[config.mk]
export PLATFORM = sky130hd
export DESIGN_NAME = sdram_bus_mux
export DESIGN_NICKNAME = d
export VERILOG_FILES = /design/src/source/mem_map_pkg.sv /design/src/source/region_decode.sv /design/src/source/sdram_bus_mux.sv
export SDC_FILE = /design/constraint.sdc
export NUM_CORES = 1
export LEC_CHECK = 0
export ABC_AREA = 1
export BUFFER_PORTS_ARGS = -buffer_cell sky130_fd_sc_hd__buf_4
export CAP_MARGIN = 10
export CORE_AREA = 2 2 106 108
export DETAILED_ROUTE_END_ITERATION = 10
export DIE_AREA = 0 0 108 110
export PLACE_DENSITY = 0.5
export SLEW_MARGIN = 0
export SYNTH_ARGS = -nofsm -noshare
export SYNTH_HDL_FRONTEND = slang
export SYNTH_HIERARCHICAL = 1
export SYNTH_SLANG_ARGS = --single-unit
[constraint.sdc]
create_clock -name clk -period 1.1 [get_ports clk]
set_input_delay 0.11 -clock clk [delete_from_list [all_inputs] [get_ports clk]]
set_output_delay 0.11 -clock clk [all_outputs]
set_load 0.005 [all_outputs]
[src/source/mem_map_pkg.sv]
`default_nettype none

package mem_map_pkg;
	localparam int BUS_AW = 30; // Word address, bits [31:2] of the byte address.
	localparam int BUS_DW = 32;
	localparam int BUS_BW = BUS_DW / 8;

	// Default processor-side windows in byte addresses.
	// 32 MiB of SDRAM, then a single control word well away from it.
	localparam logic [BUS_AW+1:0] MEM_BASE_DEF = 32'h2000_0000;
	localparam logic [BUS_AW+1:0] MEM_SIZE_DEF = 32'h0200_0000;
	localparam logic [BUS_AW+1:0] CTRL_BASE_DEF = 32'h8000_2000;
	localparam logic [BUS_AW+1:0] CTRL_SIZE_DEF = 32'h0000_0004;
endpackage

`default_nettype wire

[src/source/region_decode.sv]
`timescale 1ns/1ps
`default_nettype none

module region_decode import mem_map_pkg::*; #(
	parameter logic [BUS_AW+1:0] BASE = '0,
	parameter logic [BUS_AW+1:0] SIZE = '0
) (
	input wire [BUS_AW-1:0] i_addr,
	output logic o_hit
);
	// One bit wider so that a window ending at the top of the map does not wrap.
	localparam logic [BUS_AW+2:0] LIMIT = {1'b0, BASE} + {1'b0, SIZE};

	logic [BUS_AW+2:0] byte_addr;

	assign byte_addr = {1'b0, i_addr, 2'b00};
	assign o_hit = (SIZE != '0) && (byte_addr >= {1'b0, BASE}) && (byte_addr < LIMIT);
endmodule

`default_nettype wire

[src/source/sdram_bus_mux.sv]
`timescale 1ns/1ps
`default_nettype none

module sdram_bus_mux import mem_map_pkg::*; #(
	parameter logic [BUS_AW+1:0] MEM_BASE = MEM_BASE_DEF,
	parameter logic [BUS_AW+1:0] MEM_SIZE = MEM_SIZE_DEF,
	parameter logic [BUS_AW+1:0] CTRL_BASE = CTRL_BASE_DEF,
	parameter logic [BUS_AW+1:0] CTRL_SIZE = CTRL_SIZE_DEF
) (
	input wire clk,
	input wire i_rst_n,
	input wire i_d_access,
	input wire [BUS_AW-1:0] i_d_addr,
	input wire [BUS_DW-1:0] i_d_wr_val,
	input wire i_d_wr_en,
	input wire [BUS_BW-1:0] i_d_bytesel,
	output wire o_d_cs,
	output wire o_ctrl_cs,
	output logic o_d_ack,
	output logic [BUS_DW-1:0] o_d_data,
	input wire i_i_access,
	input wire [BUS_AW-1:0] i_i_addr,
	output wire o_i_cs,
	output logic o_i_ack,
	output logic [BUS_DW-1:0] o_i_data,
	input wire i_config_done,
	output logic o_h_cs,
	output logic [BUS_AW-1:0] o_h_addr,
	output logic [BUS_DW-1:0] o_h_wdata,
	output logic o_h_wr_en,
	output logic [BUS_BW-1:0] o_h_bytesel,
	input wire [BUS_DW-1:0] i_h_rdata,
	input wire i_h_compl
);
	logic d_busy;
	logic i_busy;
	logic d_sel;
	logic i_sel;
	logic ctrl_ack;
	logic ctrl_bit;

	region_decode #(.BASE(MEM_BASE), .SIZE(MEM_SIZE)) d_mem_decode (.i_addr(i_d_addr), .o_hit(o_d_cs));
	region_decode #(.BASE(MEM_BASE), .SIZE(MEM_SIZE)) i_mem_decode (.i_addr(i_i_addr), .o_hit(o_i_cs));
	region_decode #(.BASE(CTRL_BASE), .SIZE(CTRL_SIZE)) ctrl_decode (.i_addr(i_d_addr), .o_hit(o_ctrl_cs));

	// Data wins a tie, but a fetch already in the bridge is allowed to finish.
	assign d_sel = d_busy | (i_d_access & o_d_cs & ~i_busy);
	assign i_sel = ~d_sel & (i_busy | (i_i_access & o_i_cs));

	assign o_h_cs = d_sel | i_sel;
	assign o_h_addr = d_sel ? i_d_addr : i_i_addr;
	assign o_h_wdata = i_d_wr_val;
	assign o_h_wr_en = d_sel & i_d_wr_en; // Fetches are always reads.
	assign o_h_bytesel = d_sel ? i_d_bytesel : {BUS_BW{1'b1}};

	always_ff @(posedge clk) begin
		if (!i_rst_n) begin
			d_busy <= 1'b0;
			i_busy <= 1'b0;
			ctrl_ack <= 1'b0;
		end else begin
			d_busy <= d_sel & ~i_h_compl;
			i_busy <= i_sel & ~i_h_compl;
			ctrl_ack <= i_d_access & o_ctrl_cs & ~ctrl_ack; // The master is still holding access during the ack.
		end
	end

	always_ff @(posedge clk)
		ctrl_bit <= i_config_done;

	assign o_d_ack = ctrl_ack | (d_busy & i_h_compl);
	assign o_i_ack = i_busy & i_h_compl;
	assign o_i_data = o_i_ack ? i_h_rdata : '0;

	always_comb begin
		if (ctrl_ack)
			o_d_data = {{(BUS_DW-1){1'b0}}, ctrl_bit};
		else if (d_busy & i_h_compl)
			o_d_data = i_h_rdata;
		else
			o_d_data = '0;
	end

	// Each bridge completion belongs to exactly one bus that was granted before it.
	assert property (@(posedge clk) disable iff (!i_rst_n) i_h_compl |-> $onehot({d_busy, i_busy}))
		else $error("host completion without a single owner");
endmodule

`default_nettype wire

# Yosys cells after proc, flatten, opt, wreduce, memory -nomap -nowiden
# Cells that the tools add are included.
[totals]
ff_bits = 4
latchBits = 0
mem_bits_rw = 0
mem_bits_ro = 0
in_bits = 135
out_inout_bits = 137
wordCells = 37
mem_count = 0
[op_classes]
n_addsub = 0
multipliers = 0
div_mod_pow = 0
order_cmp = 6
n_eq_ne = 0
n_shift = 0
n_mux = 5
n_bitwise = 19
reduce_logical = 3
[ops]
columns = ["cell", "count"]
rows = [
  ["$mux 32", 3],
  ["$ge 32x30->1 const B", 2],
  ["$lt 32x30->1 const B", 2],
  ["$ge 32x32->1 const B", 1],
  ["$lt 32x32->1 const B", 1],
  ["$mux 30", 1],
  ["$and 1x1->1", 11],
  ["$mux 4", 1],
  ["$not 1->1", 4],
  ["$or 1x1->1", 4],
  ["$logic_and 1x1->1", 3],
]

# Logic depth before layout (Yosys ltp)
[logic_depth]
depth_word = 8
ltp_mapped = 8
mapped_depth_nobuf = 8

# Hierarchy
# The synthesis kept the hierarchy.
[by_module_without_submodules]
columns = ["module", "instances", "cells_each", "area_each_um2", "seq_area_each_um2"]
rows = [
  ["sdram_bus_mux", 1, 267, 1297.5, 80.1],
  ["region_decode (ctrl_decode)", 1, 31, 118.9, 0.0],
  ["region_decode (d_mem_decode ...)", 2, 7, 32.5, 0.0],
]

# Worst setup path before layout
# OpenSTA, ideal clock, no wires.
[synth_path]
kind = "input port to output port"
start = "in i_d_addr[28]"
end = "out o_h_addr[24]"
arrival_ps = 872
t_required_ps = 990
setup_slack_ps = 118
cell_stages = 8
n_path_buf = 1
path_cell_list = "nor2_1 -> nand2_1 -> nor2_2 -> nand3_4 -> nand2_4 -> buf_6 -> nand2_1 -> nand2_1"
[synth_between]
elab_chain_len = 6
elab_cells_between_ends = 7
cone_classes = "order compare: 2; mux: 1; bitwise: 3; reduce/logical: 1"
[synth_lines]
columns = ["element", "line_no", "rtl"]
rows = [
  ["start, declared", "sdram_bus_mux.sv:13", "input wire [BUS_AW-1:0] i_d_addr,"],
  ["$ge 32x30->1 / $lt 32x30->1 (equally long branches)", "region_decode.sv:17", "assign o_hit = (SIZE != '0) && (byte_addr >= {1'b0, BASE}) && (byte_addr < LIMIT);"],
  ["$logic_and 1x1->1 *", "region_decode.sv:17", ""],
  ["via o_d_cs", "sdram_bus_mux.sv:17", "output wire o_d_cs,"],
  ["$and 1x1->1 * (2 in a row)", "sdram_bus_mux.sv:47", "assign d_sel = d_busy | (i_d_access & o_d_cs & ~i_busy);"],
  ["$or 1x1->1 *", "sdram_bus_mux.sv:47", ""],
  ["$mux 30 *", "sdram_bus_mux.sv:51", "assign o_h_addr = d_sel ? i_d_addr : i_i_addr;"],
  ["end, declared", "sdram_bus_mux.sv:28", "output logic [BUS_AW-1:0] o_h_addr,"],
]
# The timed path passes the listed nets; every way through them passes the cells marked *.

# Worst setup path in the final report
[layout_path]
start = "reg i_busy"
end = "out o_h_addr[21]"
[layout_between]
elab_chain_len = 4
[layout_lines]
columns = ["element", "line_no", "rtl"]
rows = [
  ["start, declared", "sdram_bus_mux.sv:36", "logic i_busy;"],
  ["start signal, assigned", "sdram_bus_mux.sv:63", "i_busy <= i_sel & ~i_h_compl;"],
  ["$not 1->1", "sdram_bus_mux.sv:47", ""],
  ["$and 1x1->1", "sdram_bus_mux.sv:47", ""],
  ["$or 1x1->1", "sdram_bus_mux.sv:47", ""],
  ["$mux 30", "sdram_bus_mux.sv:51", ""],
]
# Every way passes these cells.

==> results.md <==
Die:
- The total core area is 10700 um2.
- The total die area is 11880 um2.
- Measured along the y axis, the die boundary spans 110 um.
- The floorplan has 38 rows.
- The initial standard-cell utilization of the core is 13.85%.
- The die is 108 um wide.
- 272 I/O pins were placed.

Final layout:
- The final design instance area without fill is 3829 um2.
- The final standard cell count with taps included and fillers excluded is 643.
- The number of diodes added for antenna fixing is 0.
- The share of final-layout standard cells stronger than drive strength 1 is 61.63%.
- Relative to the synthesized area, the layout overhead comes to 158.4%.
- At the end of the flow, the number of nets in the layout was 640.

Global route:
- The total global routing overflow is 0.
- Entering global routing, the biggest net connects 27 pins.
- The all-layer global routing usage is 14.07%.
- The first global-routing pass estimated 12920 um of wire.
- The number of global-route vias before repair was 2493.
- The number of antenna violations at the first check in global routing is 0.

Route:
- Before antenna repair, the detailed router went through 4 iterations.
- The number of antenna-violating nets in the routed design is 0.
- The final routed wirelength across all metal layers is 9185 um.
- The final route contains 2595 vias.
- The ratio of routed vias to standard cells is 4.036.
- For this run, design rule violations remaining after detail routing come to 0.
- The starting DRC count in detailed routing is 124.
- Dividing the detail-routed wire length by the instance count gives 14.28 um.

Critical path:
- In this run the worst path has a maximum fanout of 16.
- For the worst flop-to-flop path, the logic depth is 6.
- The critical path start-end classification is register to output port.
- The critical path buffer and inverter count is 3.
- The signal on the critical path passes through inv_2 -> nand3_4 -> nand2_4 -> buf_12 -> nand2_1 -> nand2_1 -> buf_4.
- The maximum single-stage delay on the critical path is 0.31 ns.
- The most prevalent standard cell on the critical path is sky130_fd_sc_hd__nand2_1.
- The slowest stage of the critical path is the sky130_fd_sc_hd__dfxtp_2 cell.
- The cell type group with the largest total delay on the critical path is buffers and inverters.
- Counting buffers and inverters, the worst setup path is 7 cells deep.
- STA classifies the critical path startpoint as a register.
- The worst endpoint required time is 0.99 ns.
- At the worst endpoint, the arrival time is 1.20 ns.
- The capturing element type of the critical path is an output port.

Timing:
- The final count of pins violating max slew came to 0.
- For this run, the top clock speed supported by timing is 0.7625 GHz.
- Setup violations remaining at the end of the flow were counted as 101.
- Of the available clock period, the critical path in the final layout requires 119.2%.
- Across all setup checks in the final design, the least slack found is -0.2116 ns.
- The final setup TNS is -16.54 ns.
- The number of hold-slack violations in the final timing report is 0.
- Across all hold checks on the routed design, the worst slack comes to 0.1339 ns.
- The tightest slew margin relative to the limit is 87.95%.
- The clock skew is 0.000009909 ns.
- The clock period minus worst slack is 1.312 ns.
- Setup repair after global routing could not meet its margin everywhere.
- The slew of the pin with the lowest slew margin is 0.1806 ns.

Yosys:
- In the synthesized netlist the async set-or-reset flop fraction comes to 0%.
- Dividing the synthesized area by the synthesized cell count gives 4.748 um2.
- The cell with the most instances after synthesis is sky130_fd_sc_hd__nor2_1.
- The register area share after synthesis is 5.405%.
- Counting instances in the post-synthesis netlist gives the leading cell types as sky130_fd_sc_hd__nor2_1 (87), sky130_fd_sc_hd__nand2_1 (82), sky130_fd_sc_hd__inv_1 (45).
- Yosys printed 6 warnings.
- Of all cell types, the one taking the most synthesized area is sky130_fd_sc_hd__nor2_1.
- The count of flip-flops with a built-in enable after synthesis is 0.
- The net count after synthesis is 447.
- The gate count of the mapped netlist is 312.
- The flop and latch count out of synthesis is 4.
- The number of distinct library cells after synthesis is 16.
- The top cell type's share of synthesized area is 22.04%.
- By area the synthesized netlist is led by sky130_fd_sc_hd__nor2_1 (22%), sky130_fd_sc_hd__nand2_1 (21%), sky130_fd_sc_hd__buf_4 (16%), sky130_fd_sc_hd__nand3_1 (11%), sky130_fd_sc_hd__inv_1 (11%).
- The flip-flop cell with the highest count after synthesis is sky130_fd_sc_hd__dfxtp_1.
- The post-synthesis instance area is 1481 um2.

Clocking:
- The tree is rooted in a sky130_fd_sc_hd__clkbuf_8.
- For this design, the sink count on the clock tree is 4.
- The post-CTS clock slew at the launch and capture registers of the worst setup and hold paths is 0.03 ns.
- TritonCTS built the clock tree.
- The number of clock buffers added by TritonCTS is 3.
- For the worst-skew pair, the clock arrives at the later sink with an insertion delay of 0.21 ns.
- The number of buffers on the longest clock path is 2.
- The number of levels in the clock H-tree is 1.

Place:
- The post-detailed-placement half-perimeter wirelength is 6928 um.
- The number of placed instances, taps included, is 628.
- Summing all placed instances gives a cell area of 3059 um2.
- The number of port buffers is 207.
- Routability-driven placement finished with a final weighted congestion of 0.8059.

Status:
- The checks that failed: negative setup slack.
- The flow ran to the end, but the final reports show violations.

Power:
- The peak ir drop on the vdd network is 221.9 uV.
- In this run the static leakage power is 2.049 nW.
- The power density over the cells is 288.9 nW/um2.

Min path:
- The class of the tightest hold or removal check is primary input to register.
- Along the worst hold path, the cell count comes to 3.

Flow run:
- The number of max-cap violations is 0.
## report_power, final
group	switching (W)	leakage (nW)	internal, W	total (W)
sequential	0.000000627	0.0344	0.000146	0.000146
clock	0.0000744	0.0216	0.000233	0.000308
combinational	0.000271	1.99	0.000381	0.000652
total	0.000346	2.05	0.000760	0.00111
## stage by stage
stage | setup slack [ns] | power [W] | utilization (%)
after floorplan | 0.1185 | 0.0003880 | -
after global placement | -0.2505 | 0.0007416 | 28.60
after detailed placement | -0.2445 | 0.0007423 | 28.60
after CTS | -0.2406 | 0.001100 | 34.80
after global routing | -0.2866 | 0.001185 | 35.79
final | -0.2116 | 0.001106 | 35.79
## logic make-up (layout without fill, tap and decap cells)
group / after synthesis / count (layout) / synth area share, %
AO/OA/AOI/OAI: 3 / 3 / 1.351
buffers and inverters: 94 / 285 / 34.46
flip-flops: 4 / 4 / 5.406
AND/OR/NAND/NOR: 211 / 211 / 58.78
## metal layers
layer | up-vias | part of all wire (%) | track usage, %
li1 | 1275 | - | -
met1 | 1158 | 36 | 15.55
met2 | 146 | 53 | 27.13
met3 | 16 | 9.4 | 3.586
met4 | 0 | 1.4 | 2.839
met5 | - | 0 | 0
## cells in the final DEF (no fill, tap or decap), types with 3 or more instances in the layout
cell type,Yosys,routed
sky130_fd_sc_hd__clkbuf_8,0,3
sky130_fd_sc_hd__nor2_2,4,21
sky130_fd_sc_hd__buf_6,3,35
sky130_fd_sc_hd__nand2_1,82,80
sky130_fd_sc_hd__nor2_1,87,30
sky130_fd_sc_hd__nand3_1,34,33
sky130_fd_sc_hd__buf_12,0,8
sky130_fd_sc_hd__nor2_4,0,40
sky130_fd_sc_hd__inv_1,45,44
sky130_fd_sc_hd__buf_4,32,187
## worst register-to-register path, stage by stage, from the launching register on
cell and delay (ns):
sky130_fd_sc_hd__dfxtp_2 0.31, sky130_fd_sc_hd__inv_2 0.08, sky130_fd_sc_hd__nand3_4 0.10, sky130_fd_sc_hd__nand2_4 0.13, sky130_fd_sc_hd__buf_12 0.15, sky130_fd_sc_hd__buf_4 0.11
sky130_fd_sc_hd__nor2_1 0.03
## sequential cells by signal, indices dropped and copies added, names as in the netlist
signal	cells
ctrl_ack	1
d_busy	1
ctrl_bit	1
i_busy	1
## worst paths after layout
path,from,endpoint,slack [ns]
worst max-delay path,i_busy,o_h_addr[21],-0.21
worst min-delay path,i_rst_n,ctrl_ack,0.13
worst max register to register,i_busy,i_busy,0.10
worst min register to register,ctrl_ack,ctrl_ack,0.64
## cell type report
type / instances / area [um2]
Fill cell: 1132 / 6869
Sequential cell: 4 / 86.33
Timing Repair Buffer: 235 / 2073
Inverter: 47 / 178.9
Clock buffer: 3 / 41.29
Tap cell: 140 / 175.2
Multi-Input combinational cell: 214 / 1274
## what timing repair did
action	4_1_cts	5_1_grt
buffers inserted	8	2
hold endpoints to repair	0	1
gates cloned	5	2
hold buffers	0	1
setup endpoints to repair	102	103
resized for setup	125	40
pin swaps	3	4
Power figures use the tool's default switching activity.
