### src/source/mem_map_pkg.sv
`default_nettype none

package mem_map_pkg;
	localparam int BUS_AW = 30; // Word address, bits [31:2] of the byte address.
	localparam int BUS_DW = 32;
	localparam int BUS_BW = BUS_DW / 8;

	// Default processor-side windows in byte addresses.
	// 32 MiB of SDRAM, then a single control word well away from it.
	localparam logic [BUS_AW+1:0] MEM_BASE_DEF = 32'h2000_0000;
	localparam logic [BUS_AW+1:0] MEM_SIZE_DEF = 32'h0200_0000;
	localparam logic [BUS_AW+1:0] CTRL_BASE_DEF = 32'h8000_2000;
	localparam logic [BUS_AW+1:0] CTRL_SIZE_DEF = 32'h0000_0004;
endpackage

`default_nettype wire

### src/source/bus_bridge_32_16.sv
`timescale 1ns/1ps
`default_nettype none

module bus_bridge_32_16 import mem_map_pkg::*; (
	input wire clk,
	input wire i_rst_n,
	input wire i_h_cs,
	input wire [BUS_AW-1:0] i_h_addr,
	input wire [BUS_DW-1:0] i_h_wdata,
	input wire i_h_wr_en,
	input wire [BUS_BW-1:0] i_h_bytesel,
	output logic [BUS_DW-1:0] o_h_rdata,
	output logic o_h_compl,
	output logic o_b_cs,
	output logic [BUS_AW:0] o_b_addr,
	output logic [BUS_DW/2-1:0] o_b_wdata,
	output logic o_b_wr_en,
	output logic [BUS_BW/2-1:0] o_b_bytesel,
	input wire [BUS_DW/2-1:0] i_b_rdata,
	input wire i_b_compl
);
	localparam int HW = BUS_DW / 2;
	localparam int HB = BUS_BW / 2;

	typedef enum logic [1:0] {BR_IDLE, BR_LO, BR_HI, BR_DONE} state_t;

	state_t state;
	logic lo_en;
	logic hi_en;

	assign lo_en = |i_h_bytesel[HB-1:0];
	assign hi_en = |i_h_bytesel[BUS_BW-1:HB];
	assign o_h_compl = state == BR_DONE;

	always_ff @(posedge clk) begin
		if (!i_rst_n) begin
			state <= BR_IDLE;
			o_b_cs <= 1'b0;
		end else begin
			case (state)
			BR_IDLE: if (i_h_cs) begin
				o_h_rdata <= '0; // Skipped halves read as zero.
				o_b_wr_en <= i_h_wr_en;
				if (lo_en) begin
					o_b_cs <= 1'b1;
					o_b_addr <= {i_h_addr, 1'b0};
					o_b_wdata <= i_h_wdata[HW-1:0];
					o_b_bytesel <= i_h_bytesel[HB-1:0];
					state <= BR_LO;
				end else if (hi_en) begin
					o_b_cs <= 1'b1;
					o_b_addr <= {i_h_addr, 1'b1};
					o_b_wdata <= i_h_wdata[BUS_DW-1:HW];
					o_b_bytesel <= i_h_bytesel[BUS_BW-1:HB];
					state <= BR_HI;
				end else begin
					state <= BR_DONE;
				end
			end
			BR_LO: if (i_b_compl) begin
				o_h_rdata[HW-1:0] <= i_b_rdata;
				if (hi_en) begin
					o_b_addr <= {i_h_addr, 1'b1}; // Chip select stays up for the second half.
					o_b_wdata <= i_h_wdata[BUS_DW-1:HW];
					o_b_bytesel <= i_h_bytesel[BUS_BW-1:HB];
					state <= BR_HI;
				end else begin
					o_b_cs <= 1'b0;
					state <= BR_DONE;
				end
			end
			BR_HI: if (i_b_compl) begin
				o_h_rdata[BUS_DW-1:HW] <= i_b_rdata;
				o_b_cs <= 1'b0;
				state <= BR_DONE;
			end
			default: state <= BR_IDLE;
			endcase
		end
	end

	// The controller only completes a half that is still requested, and the host keeps
	// its access up until the whole word is done.
	assert property (@(posedge clk) disable iff (!i_rst_n) i_b_compl |-> o_b_cs && i_h_cs)
		else $error("half-word completion without a live request");
endmodule

`default_nettype wire

### config.mk
export PLATFORM = sky130hd
export DESIGN_NAME = bus_bridge_32_16
export DESIGN_NICKNAME = d
export VERILOG_FILES = /design/src/source/mem_map_pkg.sv /design/src/source/bus_bridge_32_16.sv
export SDC_FILE = /design/constraint.sdc
export NUM_CORES = 1
export LEC_CHECK = 0
export ABC_AREA = 1
export BUFFER_PORTS_ARGS = -buffer_cell sky130_fd_sc_hd__buf_2
export CAP_MARGIN = 20
export CORE_MARGIN = 8
export CORE_UTILIZATION = 51
export DETAILED_ROUTE_END_ITERATION = 8
export PLACE_DENSITY_LB_ADDON = 0.15
export RECOVER_POWER = 50
export SYNTH_ARGS = -nofsm -noshare
export SYNTH_HDL_FRONTEND = slang
export SYNTH_SLANG_ARGS = --single-unit
### constraint.sdc
create_clock -name clk -period 9.01 [get_ports clk]
set_clock_uncertainty 0.2 [all_clocks]
set_input_delay 0.4505 -clock clk [delete_from_list [all_inputs] [get_ports clk]]
set_output_delay 0.4505 -clock clk [all_outputs]
set_load 0.02 [all_outputs]
=== Yosys cells after proc, flatten, opt, wreduce, memory -nomap -nowiden ===
Index checks and enable logic that the tools add are counted.
Widths: inputs -> output; s select.

* Eq/ne operators: 8
* Multiplexer cells: 32
* Reductions and logical operators: 11

{| class="wikitable"
|+ Operator list
! kind !! number
|-
| $mux 31 || 4
|-
| $pmux 16 s2 || 3
|-
| $mux 16 || 5
|-
| $pmux 31 s2 || 1
|-
| $mux 32 || 1
|-
| $mux 2 || 8
|-
| $ne 2x2->1 const B || 4
|-
| $reduce_and 4->1 || 2
|-
| $mux 1 || 7
|-
| $pmux 2 s3 || 1
|-
| $reduce_and 3->1 || 2
|-
| $reduce_and 6->1 || 1
|-
| $eq 2x2->1 const B || 2
|-
| $pmux 2 s2 || 1
|-
| $reduce_bool 2->1 || 2
|-
| $reduce_or 2->1 || 2
|-
| $ne 3x3->1 const B || 1
|-
| $pmux 1 s3 || 1
|-
| $reduce_bool 3->1 || 1
|-
| $eq 2x1->1 const B || 1
|-
| $logic_not 2->1 || 1
|}

* Bits of input ports: 87
* Bits in registers: 85
* Logic and storage cells: 59
* Output and inout port bits: 84

=== Depth between registers and ports, before layout ===
Gate-level depths: netlist of run 1.

* Depth in word-level cells: 5
* Depth in mapped cells: 10
* Mapped depth without buffers: 9

=== Worst setup path after synthesis of run 1 ===
OpenSTA, ideal clock, no wires.

* Path kind: register -> register
* From: reg state[1]
* To: reg o_b_addr[0] (enable)
* Library setup time: 509 ps
* Period minus slack after synthesis: 4780 ps
* Path buffers: 1
* Arrival time: 4071 ps
* Path slack: 4230 ps
* Data required time: 8301 ps
* Stages on the path, launching flop included: 7
* Cell sequence: dfxtp_1 -> inv_1 -> ha_1 -> buf_2 -> inv_2 -> nand2_1 -> a21oi_1

* Word-level cells in the longest chain between the ends: 3
* Elaborated cells on any way between the ends: 6
* Those cells by class: 3 x eq/ne; 3 x reduce/logical

{| class="wikitable"
|+ Ends and longest elaborated chain
! item !! RTL line !! text
|-
| start: declaration || bus_bridge_32_16.sv:27 || <nowiki>state_t state;</nowiki>
|-
| start signal: assignment || bus_bridge_32_16.sv:37 || <nowiki>state <= BR_IDLE;</nowiki>
|-
| start signal: assignment || bus_bridge_32_16.sv:49 || <nowiki>state <= BR_LO;</nowiki>
|-
| start signal: assignment || bus_bridge_32_16.sv:55 || <nowiki>state <= BR_HI;</nowiki>
|-
| $eq 2x1->1 or $logic_not 2->1 (tied branches) || bus_bridge_32_16.sv:40 || <nowiki>case (state)</nowiki>
|-
| $ne 2x2->1 (no line) or $reduce_bool 2->1 (tied branches) || -- ||
|-
| $reduce_and 4->1 (no line) (*) || -- ||
|-
| end signal: assignment || bus_bridge_32_16.sv:46 || <nowiki>o_b_addr <= {i_h_addr, 1'b0};</nowiki>
|-
| end signal: assignment || bus_bridge_32_16.sv:52 || <nowiki>o_b_addr <= {i_h_addr, 1'b1};</nowiki>
|-
| end signal: assignment || bus_bridge_32_16.sv:63 || <nowiki>o_b_addr <= {i_h_addr, 1'b1};</nowiki>
|-
| end: declaration || bus_bridge_32_16.sv:15 || <nowiki>output logic [BUS_AW:0] o_b_addr,</nowiki>
|}

Every way passes the cells marked *; elsewhere a longest branch is shown, timed or not.
A chain may end at the register's enable or synchronous reset.

==> metrics, run 1 <==
status=finished with violations; violated checks=max-capacitance violations, max-slew violations; Setup Viol. Count Final=0; Critical Path Source Type=primary input; syn nets=483; most frequent cells after synthesis=nand2_1 (125), edfxtp_1 (82), inv_1 (43); Filler cells=696; main flop type after synthesis=edfxtp_1; diode count=0; combinational power share=35.8%; vias in the first global route=3212; largest net degree at the start of global routing=64; r2r startpoint=state[1]; share of layout cells above drive strength 1=18.9%; Final min period=5.19 ns; Congestion Overflow GR=0; root buffer cell=clkbuf_8; CTS max path bufs=2; Area growth, synth to finish=23.6%; CTS tree=done; Initial Util=51.7%; Total Wirelength=10100 um; Post-synth ARST share=0%; Hold Worst Slack=0.0778 ns; met3 wire length=990 um; hold path endpoint=o_b_wr_en; P_int=0.858 mW; Tightest Pin Transition=3.24 ns; EDFF count, synth=82; CTS clk-pin slew, worst paths=0.09 ns; GP Congestion=0.845; initial DRC count=205; power share of the clock group=19.3%; Net Sw Frac=40.6%; Boundary Pins=171; Synth Register Bits=85; highest routed layer=met5; r2r endpoint=o_b_bytesel[1]; top-count cell post-synth=nand2_1; core area=0.00761 mm2; Hold-fix buffers, CTS=0; post-CTS sizing=0; RSZ-0062 raised after global routing=false; CP Capture Type=flop; die width=104 um; global-route wire length before repair=16000 um; CP max stage delay=2.48 ns; sequential area share after synthesis=64.1%; post-synth top area share=62.6%; Mapped Cells=390; crit-path leading delay family=simple AND/OR/NAND/NOR gates; critical-path cell list=clkbuf_1 > nor2_1 > nand2_1 > nand2_1 > nand2_1; met2 wire length=4910 um; Tightest Hold Check Type=in -> reg; setup TNS=0 ns; I/O Buffers=170; # nets final=643; Post-Syn Area=0.00394 mm2; Routed Antenna Nets=0; Worst Setup SP=i_h_bytesel[3]; Clock Sinks=85; cts bufs inserted=9; Worst VDD drop=0.154 mV; sequential power share=44.9%; Total GRT Usage=18.1%; Finished Core Util=63.9%; Crit Path Category=in -> reg; Final period util=57.6%; clk_lat worst skew=0.34 ns; Top cell by count, worst path=nand2_1; synth warn=0; LEAKAGE=2.22 nW; Die H=104 um; Via Count=3252; Synth cell types=22; drt pass-1 iters=4; Max Freq=193 MHz; CTS H-tree lvls=3; MaxCap Viol Count=1; Critical Path RT=8.91 ns; Worst Path Buf+Inv=1; relative slew slack=-117%; Final Hold Fails=0; worst hold stages=1; Hold Startpoint=i_h_wr_en; WP data arrival=5.09 ns; DR DRC count=0; reg2reg path depth=6; Power, Total=1.45 mW; Vias/cell=4.95; fin. max-slew vios=54; pwr dens=297 mW/mm2; routed len/inst=15.4 um; area leader, netlist=edfxtp_1; worst-path maximum fanout=53; initial antenna violation count=1; Avg Cell Area, Syn=10.1 um2; Switch Pwr=0.588 mW; Setup Buffers After CTS=0; # rows=32; register-to-register setup slack=5.85 ns; Slowest-stage cell, CP=nor2_1; top post-synthesis cells by area=edfxtp_1 (63%), nand2_1 (12%), nand3_1 (4.2%); met1 wire length=4180 um; HPWL Detailed=7300 um; die area=0.0108 mm2
state kept, by name, summed over array words and instances, names as in the netlist:
signal and flops:
o_b_bytesel 2, o_b_addr 31, state 2, o_b_wdata 16, o_b_cs 1, o_h_rdata 32, o_b_wr_en 1
placed cells by master (no fill, tap or decap), drive strengths merged:
| cell type | Yosys | routed |
|---|---|---|
| a21oi | 7 | 7 |
| a31oi | 16 | 16 |
| buf | 22 | 87 |
| bufinv | 0 | 1 |
| clkbuf | 1 | 94 |
| clkinv | 0 | 2 |
| clkinvlp | 0 | 1 |
| dfxtp | 3 | 3 |
| edfxtp | 82 | 82 |
| ha | 6 | 6 |
| inv | 44 | 47 |
| nand2 | 127 | 127 |
| nand3 | 33 | 33 |
| nand4 | 1 | 1 |
| nor2 | 24 | 24 |
| nor3 | 2 | 2 |
| o21ai | 19 | 19 |
| o21bai | 1 | 1 |
| o22ai | 2 | 2 |
metal layers:
| metal | GRT usage (%) | up-vias |
|---|---|---|
| met5 | 0 | - |
| met4 | 4.45 | 2 |
| met1 | 20.7 | 1504 |
| met3 | 8.36 | 8 |
| li1 | - | 1616 |
| met2 | 29.9 | 122 |
logic make-up after synthesis:
family,count (synthesis),synth area share [%]
AND/OR/NAND/NOR,187,19.7
adder cells (fa/ha/maj),6,1.91
AO/OA/AOI/OAI,45,6.36
flip-flops,85,64.1
buffers and inverters,67,7.95
worst reg2reg max path, stage by stage (launching register included):
cell and delay, ns:
dfxtp_1 0.41, inv_1 0.10, ha_1 0.28, inv_1 0.18, nand2_1 0.08, a21oi_1 0.77, buf_4 0.74
cell type report:
class / count / area, um2 / share of cell area [%]
Inverter: 44 / 165 / 3.40
Tap cell: 102 / 128 / 2.62
Sequential cell: 85 / 2520 / 51.9
Multi-Input combinational cell: 238 / 1080 / 22.3
Clock buffer: 9 / 124 / 2.55
Clock inverter: 7 / 81.3 / 1.67
Timing Repair Buffer: 172 / 759 / 15.6
worst max path at each step:
| stage | endpoint | slack [ns] | depth (start not counted) |
|---|---|---|---|
| 3_3_place_gp | o_b_addr[20] | 6.23 | 6 |
| 3_5_place_dp | o_b_addr[13] | 6.12 | 6 |
| 6_report | o_b_addr[13] | 3.82 | 5 |
| 4_1_cts | o_b_addr[13] | 6.10 | 6 |
| 2_1_floorplan | o_b_addr[0] | 4.23 | 6 |
| 5_1_grt | o_b_addr[29] | 3.20 | 5 |
power groups by stage:
stage / registers [mW] / clock network (mW) / logic [mW]
6_report: 0.649 / 0.280 / 0.517
2_1_floorplan: 0.791 / 0 / 0.240
4_1_cts: 0.646 / 0.285 / 0.556
5_1_grt: 0.662 / 0.299 / 0.572
3_5_place_dp: 0.654 / 0 / 0.555
3_3_place_gp: 0.652 / 0 / 0.544
through the flow:
stage               worst slack (ns)  area [um2]  instances
finish                          3.82        4860        657
global route                    3.20        4860        657
CTS                             6.10        5000        657
detailed placement              6.12        4790        641
global placement                6.23        4790        641
floorplan                       4.23        3940        390
(Power assumes the default switching activity.)
==> inputs of run 2 (changes only) <==
CORE_UTILIZATION = 48   (was 51)
clock period = 5.1 ns   (was 9.01 ns; I/O delays follow)
==> run 2 against run 1 <==
  * The run now ends clean
  * Hold slack got worse by 0.0095 ns
  * Non-clock buffer count increased by 49
  * Combinational power increased by 85%
  * Wire length increased by 8.3%
  * Clock power increased by 70%
  * First-iteration DRC count decreased by 11%
  * Sequential cell count unchanged
  * Global-route usage increased by 0.97 points
  * Count of clock-buffer cells in the layout unchanged
  * Core utilization increased by 2.5 points
  * Critical endpoint is now o_b_addr[21]
  * Largest power group unchanged
==> metrics, run 2 (synthesis results as in run 1) <==
initial DRC count=182 (-11%); Hold Worst Slack=0.0683 ns (-0.00947 ns); Final Hold Fails=0 (unchanged); crit-path leading delay family=simple AND/OR/NAND/NOR gates; most flop-heavy register=o_h_rdata; Clock Sinks=85 (unchanged); clk_lat worst skew=0.34 ns (about the same); Critical Path Source Type=flop; Filler cells=679 (-2.4%); share of layout cells above drive strength 1=18.0% (-0.87 points); Worst Setup SP=state[0]; MaxCap Viol Count=0 (-1); Sequential Area=0.00252 mm2 (unchanged); fin. max-slew vios=0 (-100%); global-route wire length before repair=17400 um (+8.8%); Vias/cell=4.89 (-1.3%); vias in the first global route=3545 (+10%); worst-path maximum fanout=63 (+19%); Worst Path Buf+Inv=1 (unchanged); # nets final=692 (+7.6%); fin worst setup slack=2.08 ns (-1.74 ns); Slowest-stage cell, CP=nand2_1; Regs by FF count=o_h_rdata: 32 flops, o_b_addr: 31 flops, o_b_wdata: 16 flops; Total GRT Usage=19.0% (+0.97 points); HPWL Detailed=7480 um (+2.6%); # rows=33 (+3.1%); I/O Buffers=170 (unchanged); initial antenna violation count=0 (-1); Final period util=59.2%; die width=107 um (+2.6%); setup TNS=0 ns (unchanged); Setup Viol. Count Final=0 (unchanged); Initial Util=48.6% (-3.1 points); Power, Total=2.58 mW (+78%); largest net degree at the start of global routing=64 (unchanged); status=finished clean; DP Cell Count=645 (+0.62%); Finished Core Util=66.4% (+2.5 points); Max Freq=331 MHz; Area growth, synth to finish=36.6%; Congestion Overflow GR=0 (unchanged); most frequent cells in the layout=nand2_1 (125), buf_2 (86), clkbuf_1 (84); pwr dens=480 mW/mm2 (+61%); Via Count=3464 (+6.5%); Worst VDD drop=0.326 mV (+110%); CP max stage delay=0.78 ns (-1.70 ns); max reg flops=32 (unchanged); relative slew slack=33.0% (+150 points); Boundary Pins=171 (unchanged); CTS clk-pin slew, worst paths=0.09 ns (about the same); LEAKAGE=2.44 nW (+9.9%); r2r startpoint=state[0]; most common cell after layout, fill and taps aside=nand2_1; Final min period=3.02 ns; area post-placement=0.00480 mm2 (+0.23%); Tightest Hold Check Type=in -> reg; CTS tree=done; Crit Path Category=reg -> reg; critical-path cell list=ha_1 > inv_1 > nand2_4 > nand2_1 > nand2_1 > nand2_1; post-CTS sizing=0 (unchanged); Top cell by count, worst path=nand2_1; diode count=0 (unchanged); non-filler cells, final=709 (+7.9%); RSZ-0062 raised after global routing=false; CTS max path bufs=2 (unchanged); root buffer cell=clkbuf_8; Tightest Pin Transition=1.00 ns (-2.24 ns); WP data arrival=2.92 ns (-2.17 ns); die area=0.0114 mm2 (+5.3%); final instance area=0.00538 mm2 (+11%); routed len/inst=15.5 um (+0.38%); DR DRC count=0 (unchanged); CTS H-tree lvls=3 (unchanged); drt pass-1 iters=4 (unchanged); Hold Startpoint=i_h_wdata[14]; GP Congestion=0.799 (-5.4%); cts bufs inserted=9 (unchanged); Multi-input gate area=0.00111 mm2 (+2.5%); CP Capture Type=flop; Total Wirelength=11000 um (+8.3%); Critical Path RT=5.00 ns (-3.91 ns); core area=0.00809 mm2 (+6.4%); Post-Place Setup Slack=2.17 ns (-3.96 ns); Die H=107 um (+2.6%); Routed Antenna Nets=0 (unchanged)
==> run 2: worst paths after layout <==
check,end,slack [ns],depth (start not counted)
max,o_b_addr[21],2.08,6
min,o_b_wdata[14],0.07,3
max reg2reg,o_b_addr[21],2.08,6
min reg2reg,o_b_cs,0.32,4
==> run 2: cell type report <==
class                           instances  area share, %
Sequential cell                        85           46.9
Inverter                               44           3.07
Clock inverter                          7           1.37
Timing Repair Buffer                  221           23.2
Tap cell                              105           2.44
Multi-Input combinational cell        238           20.7
Clock buffer                            9           2.30
==> run 2: repair_timing <==
| item | CTS | global route |
|---|---|---|
| hold buffers | 48 | 0 |
| buffers inserted | 0 | 0 |
| endpoints found under the hold margin | 64 | 0 |
==> run 2: layer usage <==
metal | GRT usage [%] | wire, um | share of wire (%)
met3 | 7.08 | 1100 | 10
met1 | 21.9 | 4320 | 39
met5 | 0 | 0 | 0
met4 | 7.24 | 81 | 0.74
met2 | 31.7 | 5490 | 50
==> run 2: where the power goes <==
part | internal (mW) | switching, mW
Combinational | 0.253 | 0.701
Sequential | 1.06 | 0.0870
Clock | 0.228 | 0.249
==> run 2: worst reg2reg max path, stage by stage, from the launching register on <==
cell	delay (ns)
dfxtp_1	0.44
ha_1	0.33
inv_1	0.16
nand2_4	0.50
nand2_1	0.80
nand2_1	0.28
nand2_1	0.07
==> inputs of run 3 (changes only) <==
CORE_UTILIZATION = 43   (was 48)
clock period = 2.5 ns   (was 5.1 ns; I/O delays follow)
==> run 3 against run 2 <==
  * First-iteration DRC count is 29% higher
  * Highest routed layer unchanged
  * Sequential share of layout area is 3.1 points lower
  * Combinational power is 120% higher
==> metrics, run 3 (synthesis results as in run 1) <==
status=finished clean; Vias/cell=4.82 (-1.4%); I/O Buffers=170 (unchanged); Critical Path Source Type=flop; HPWL Detailed=7610 um (+1.7%); routed len/inst=15.6 um (+0.53%); fin. max-slew vios=0 (unchanged); Clock Sinks=85 (unchanged); P_int=3.19 mW (+110%); diode count=0 (unchanged); Filler cells=793 (+17%); CTS H-tree lvls=3 (unchanged); Critical Path RT=2.33 ns (-2.67 ns); root buffer cell=clkbuf_8; sequential power share=43.5% (-1.0 points); Tightest Pin Transition=0.723 ns (-0.279 ns); r2r endpoint=o_h_rdata[0]; Crit Path Category=reg -> reg; CTS tree=done; most common cell after layout, fill and taps aside=nand2_1; DR DRC count=0 (unchanged); die width=112 um (+4.8%); max reg flops=32 (unchanged); Setup Viol. Count Final=0 (unchanged); WP data arrival=2.11 ns (-0.81 ns); combinational power share=39.5% (+2.5 points); Final min period=2.29 ns (-0.733 ns); Area growth, synth to finish=46.7%; die area=0.0125 mm2 (+9.8%); CP Capture Type=flop; Regs by FF count=o_h_rdata: 32 flops, o_b_addr: 31 flops, o_b_wdata: 16 flops; critical-path cell list=inv_1 > ha_1 > nand2_1 > nand2_1 > a21oi_1 > clkbuf_2; crit-path leading delay family=flip-flops; Worst VDD drop=0.560 mV (+72%); initial antenna violation count=0 (unchanged); Boundary Pins=171 (unchanged); MaxCap Viol Count=0 (unchanged); CTS clk-pin slew, worst paths=0.09 ns (about the same); Switch Pwr=2.22 mW (+110%); Crit. path cell count=6 (unchanged); r2r startpoint=state[0]; Multi-input gate area=0.00112 mm2 (+0.79%); Sequential Area=0.00253 mm2 (+0.15%); CP max stage delay=0.48 ns (-0.30 ns); RSZ-0062 raised after global routing=false; clk_lat worst skew=0.34 ns (about the same); CTS max path bufs=2 (unchanged); pwr dens=936 mW/mm2 (+95%); largest net degree at the start of global routing=55 (-14%); Worst Path Buf+Inv=2 (+1); power share of the clock group=17.1% (-1.4 points); Die H=112 um (+4.8%); Worst Setup SP=state[0]; global-route wire length before repair=19000 um (+9.2%); Top cell by count, worst path=nand2_1; most flop-heavy register=o_h_rdata; core area=0.00906 mm2 (+12%); worst-path maximum fanout=11 (-83%); LEAKAGE=2.60 nW (+6.9%); most frequent cells in the layout=nand2_1 (124), buf_2 (87), clkbuf_1 (84); Total Wirelength=11700 um (+6.9%); DP Cell Count=656 (+1.7%); # nets final=731 (+5.6%); setup TNS=0 ns (unchanged); cts bufs inserted=9 (unchanged); Net Sw Frac=41.0% (+0.77 points); register-to-register setup slack=0.21 ns (-1.87 ns); Congestion Overflow GR=0 (unchanged); Final Hold Fails=0 (unchanged); drt pass-1 iters=4 (unchanged); Max Freq=437 MHz (+32%); Setup Buffers After CTS=0 (unchanged); Initial Util=43.4% (-5.2 points); reg2reg path depth=6 (unchanged); # rows=35 (+6.1%); GP Congestion=0.762 (-4.7%); end of the critical path=o_h_rdata[0]; Routed Antenna Nets=0 (unchanged); relative slew slack=51.8% (+19 points); Via Count=3631 (+4.8%); Slowest-stage cell, CP=dfxtp_1; non-filler cells, final=754 (+6.3%); Total GRT Usage=18.8% (-0.23 points); Final period util=91.4% (+32 points); vias in the first global route=3811 (+7.5%); share of layout cells above drive strength 1=18.4% (+0.31 points); initial DRC count=235 (+29%); Tightest Hold Check Type=in -> reg
==> run 3: cell count changes in the layout (fill, tap and decap cells not counted), moves of 2 or more <==
cell,delta
inv_1,-2
dlygate4sd3_1,+34
buf_4,+2
inv_6,+3
==> run 3: layout make-up <==
| class | instances | area share (%) |
|---|---|---|
| clock buffer | 9 | 2.15 |
| clock inverter | 7 | 0.976 |
| inverter | 44 | 2.99 |
| multi-input combinational | 238 | 19.4 |
| sequential | 85 | 43.8 |
| tap | 111 | 2.41 |
| timing repair buffer | 260 | 28.3 |
==> run 3: worst min-delay path by stage <==
stage | endpoint | slack [ns] | start | cells past startpoint
2_1_floorplan | o_b_wr_en | 0.02 | i_h_wr_en | 0
3_3_place_gp | o_b_wr_en | 0.10 | i_h_wr_en | 1
3_5_place_dp | o_b_wr_en | 0.12 | i_h_wr_en | 1
4_1_cts | o_b_bytesel[1] | 0.0005 | i_h_bytesel[1] | 3
5_1_grt | o_b_bytesel[1] | 0.02 | i_h_bytesel[1] | 3
6_report | o_b_bytesel[1] | 0.02 | i_h_bytesel[1] | 3
==> run 3: layer usage <==
layer	up-vias	routed length (um)	GRT usage, %
li1	1792	-	-
met1	1660	4590	20.3
met2	158	5760	32.4
met3	21	1120	7.85
met4	0	276	6.84
met5	-	0	0
==> run 3: power by group through the flow <==
stage	Sequential [mW]	Combinational, mW	Clock (mW)
after global placement	2.36	2.10	0
final	2.35	2.13	0.922
after CTS	2.34	2.30	0.947
after global routing	2.39	2.34	1.00
after detailed placement	2.37	2.13	0
after floorplan	2.83	0.961	0
==> run 3: repair_timing <==
item | CTS | global route
endpoints found under the hold margin | 84 | 0
hold buffers | 82 | 0
resized for setup | 0 | 0
endpoints found under the setup margin | 0 | 0
==> run 3: worst min-delay path: cells and delay by family <==
kind                   cells  cell delay [ns]
buffers and inverters      2             0.15
AO/OA/AOI/OAI              1             0.16
==> run 3: stage by stage <==
step / power [mW] / worst slack [ns] / hold WS (ns) / utilization (%) / area [um2]
after floorplan: 3.79 / -0.00836 / 0.0239 / - / 4000
after global placement: 4.46 / 0.599 / 0.102 / 54.1 / 4910
after detailed placement: 4.50 / 0.560 / 0.117 / 54.1 / 4910
after CTS: 5.58 / 0.285 / 0.000517 / 65.2 / 5910
after global routing: 5.73 / 0.0931 / 0.0220 / 63.7 / 5770
final: 5.41 / 0.214 / 0.0182 / 63.7 / 5770
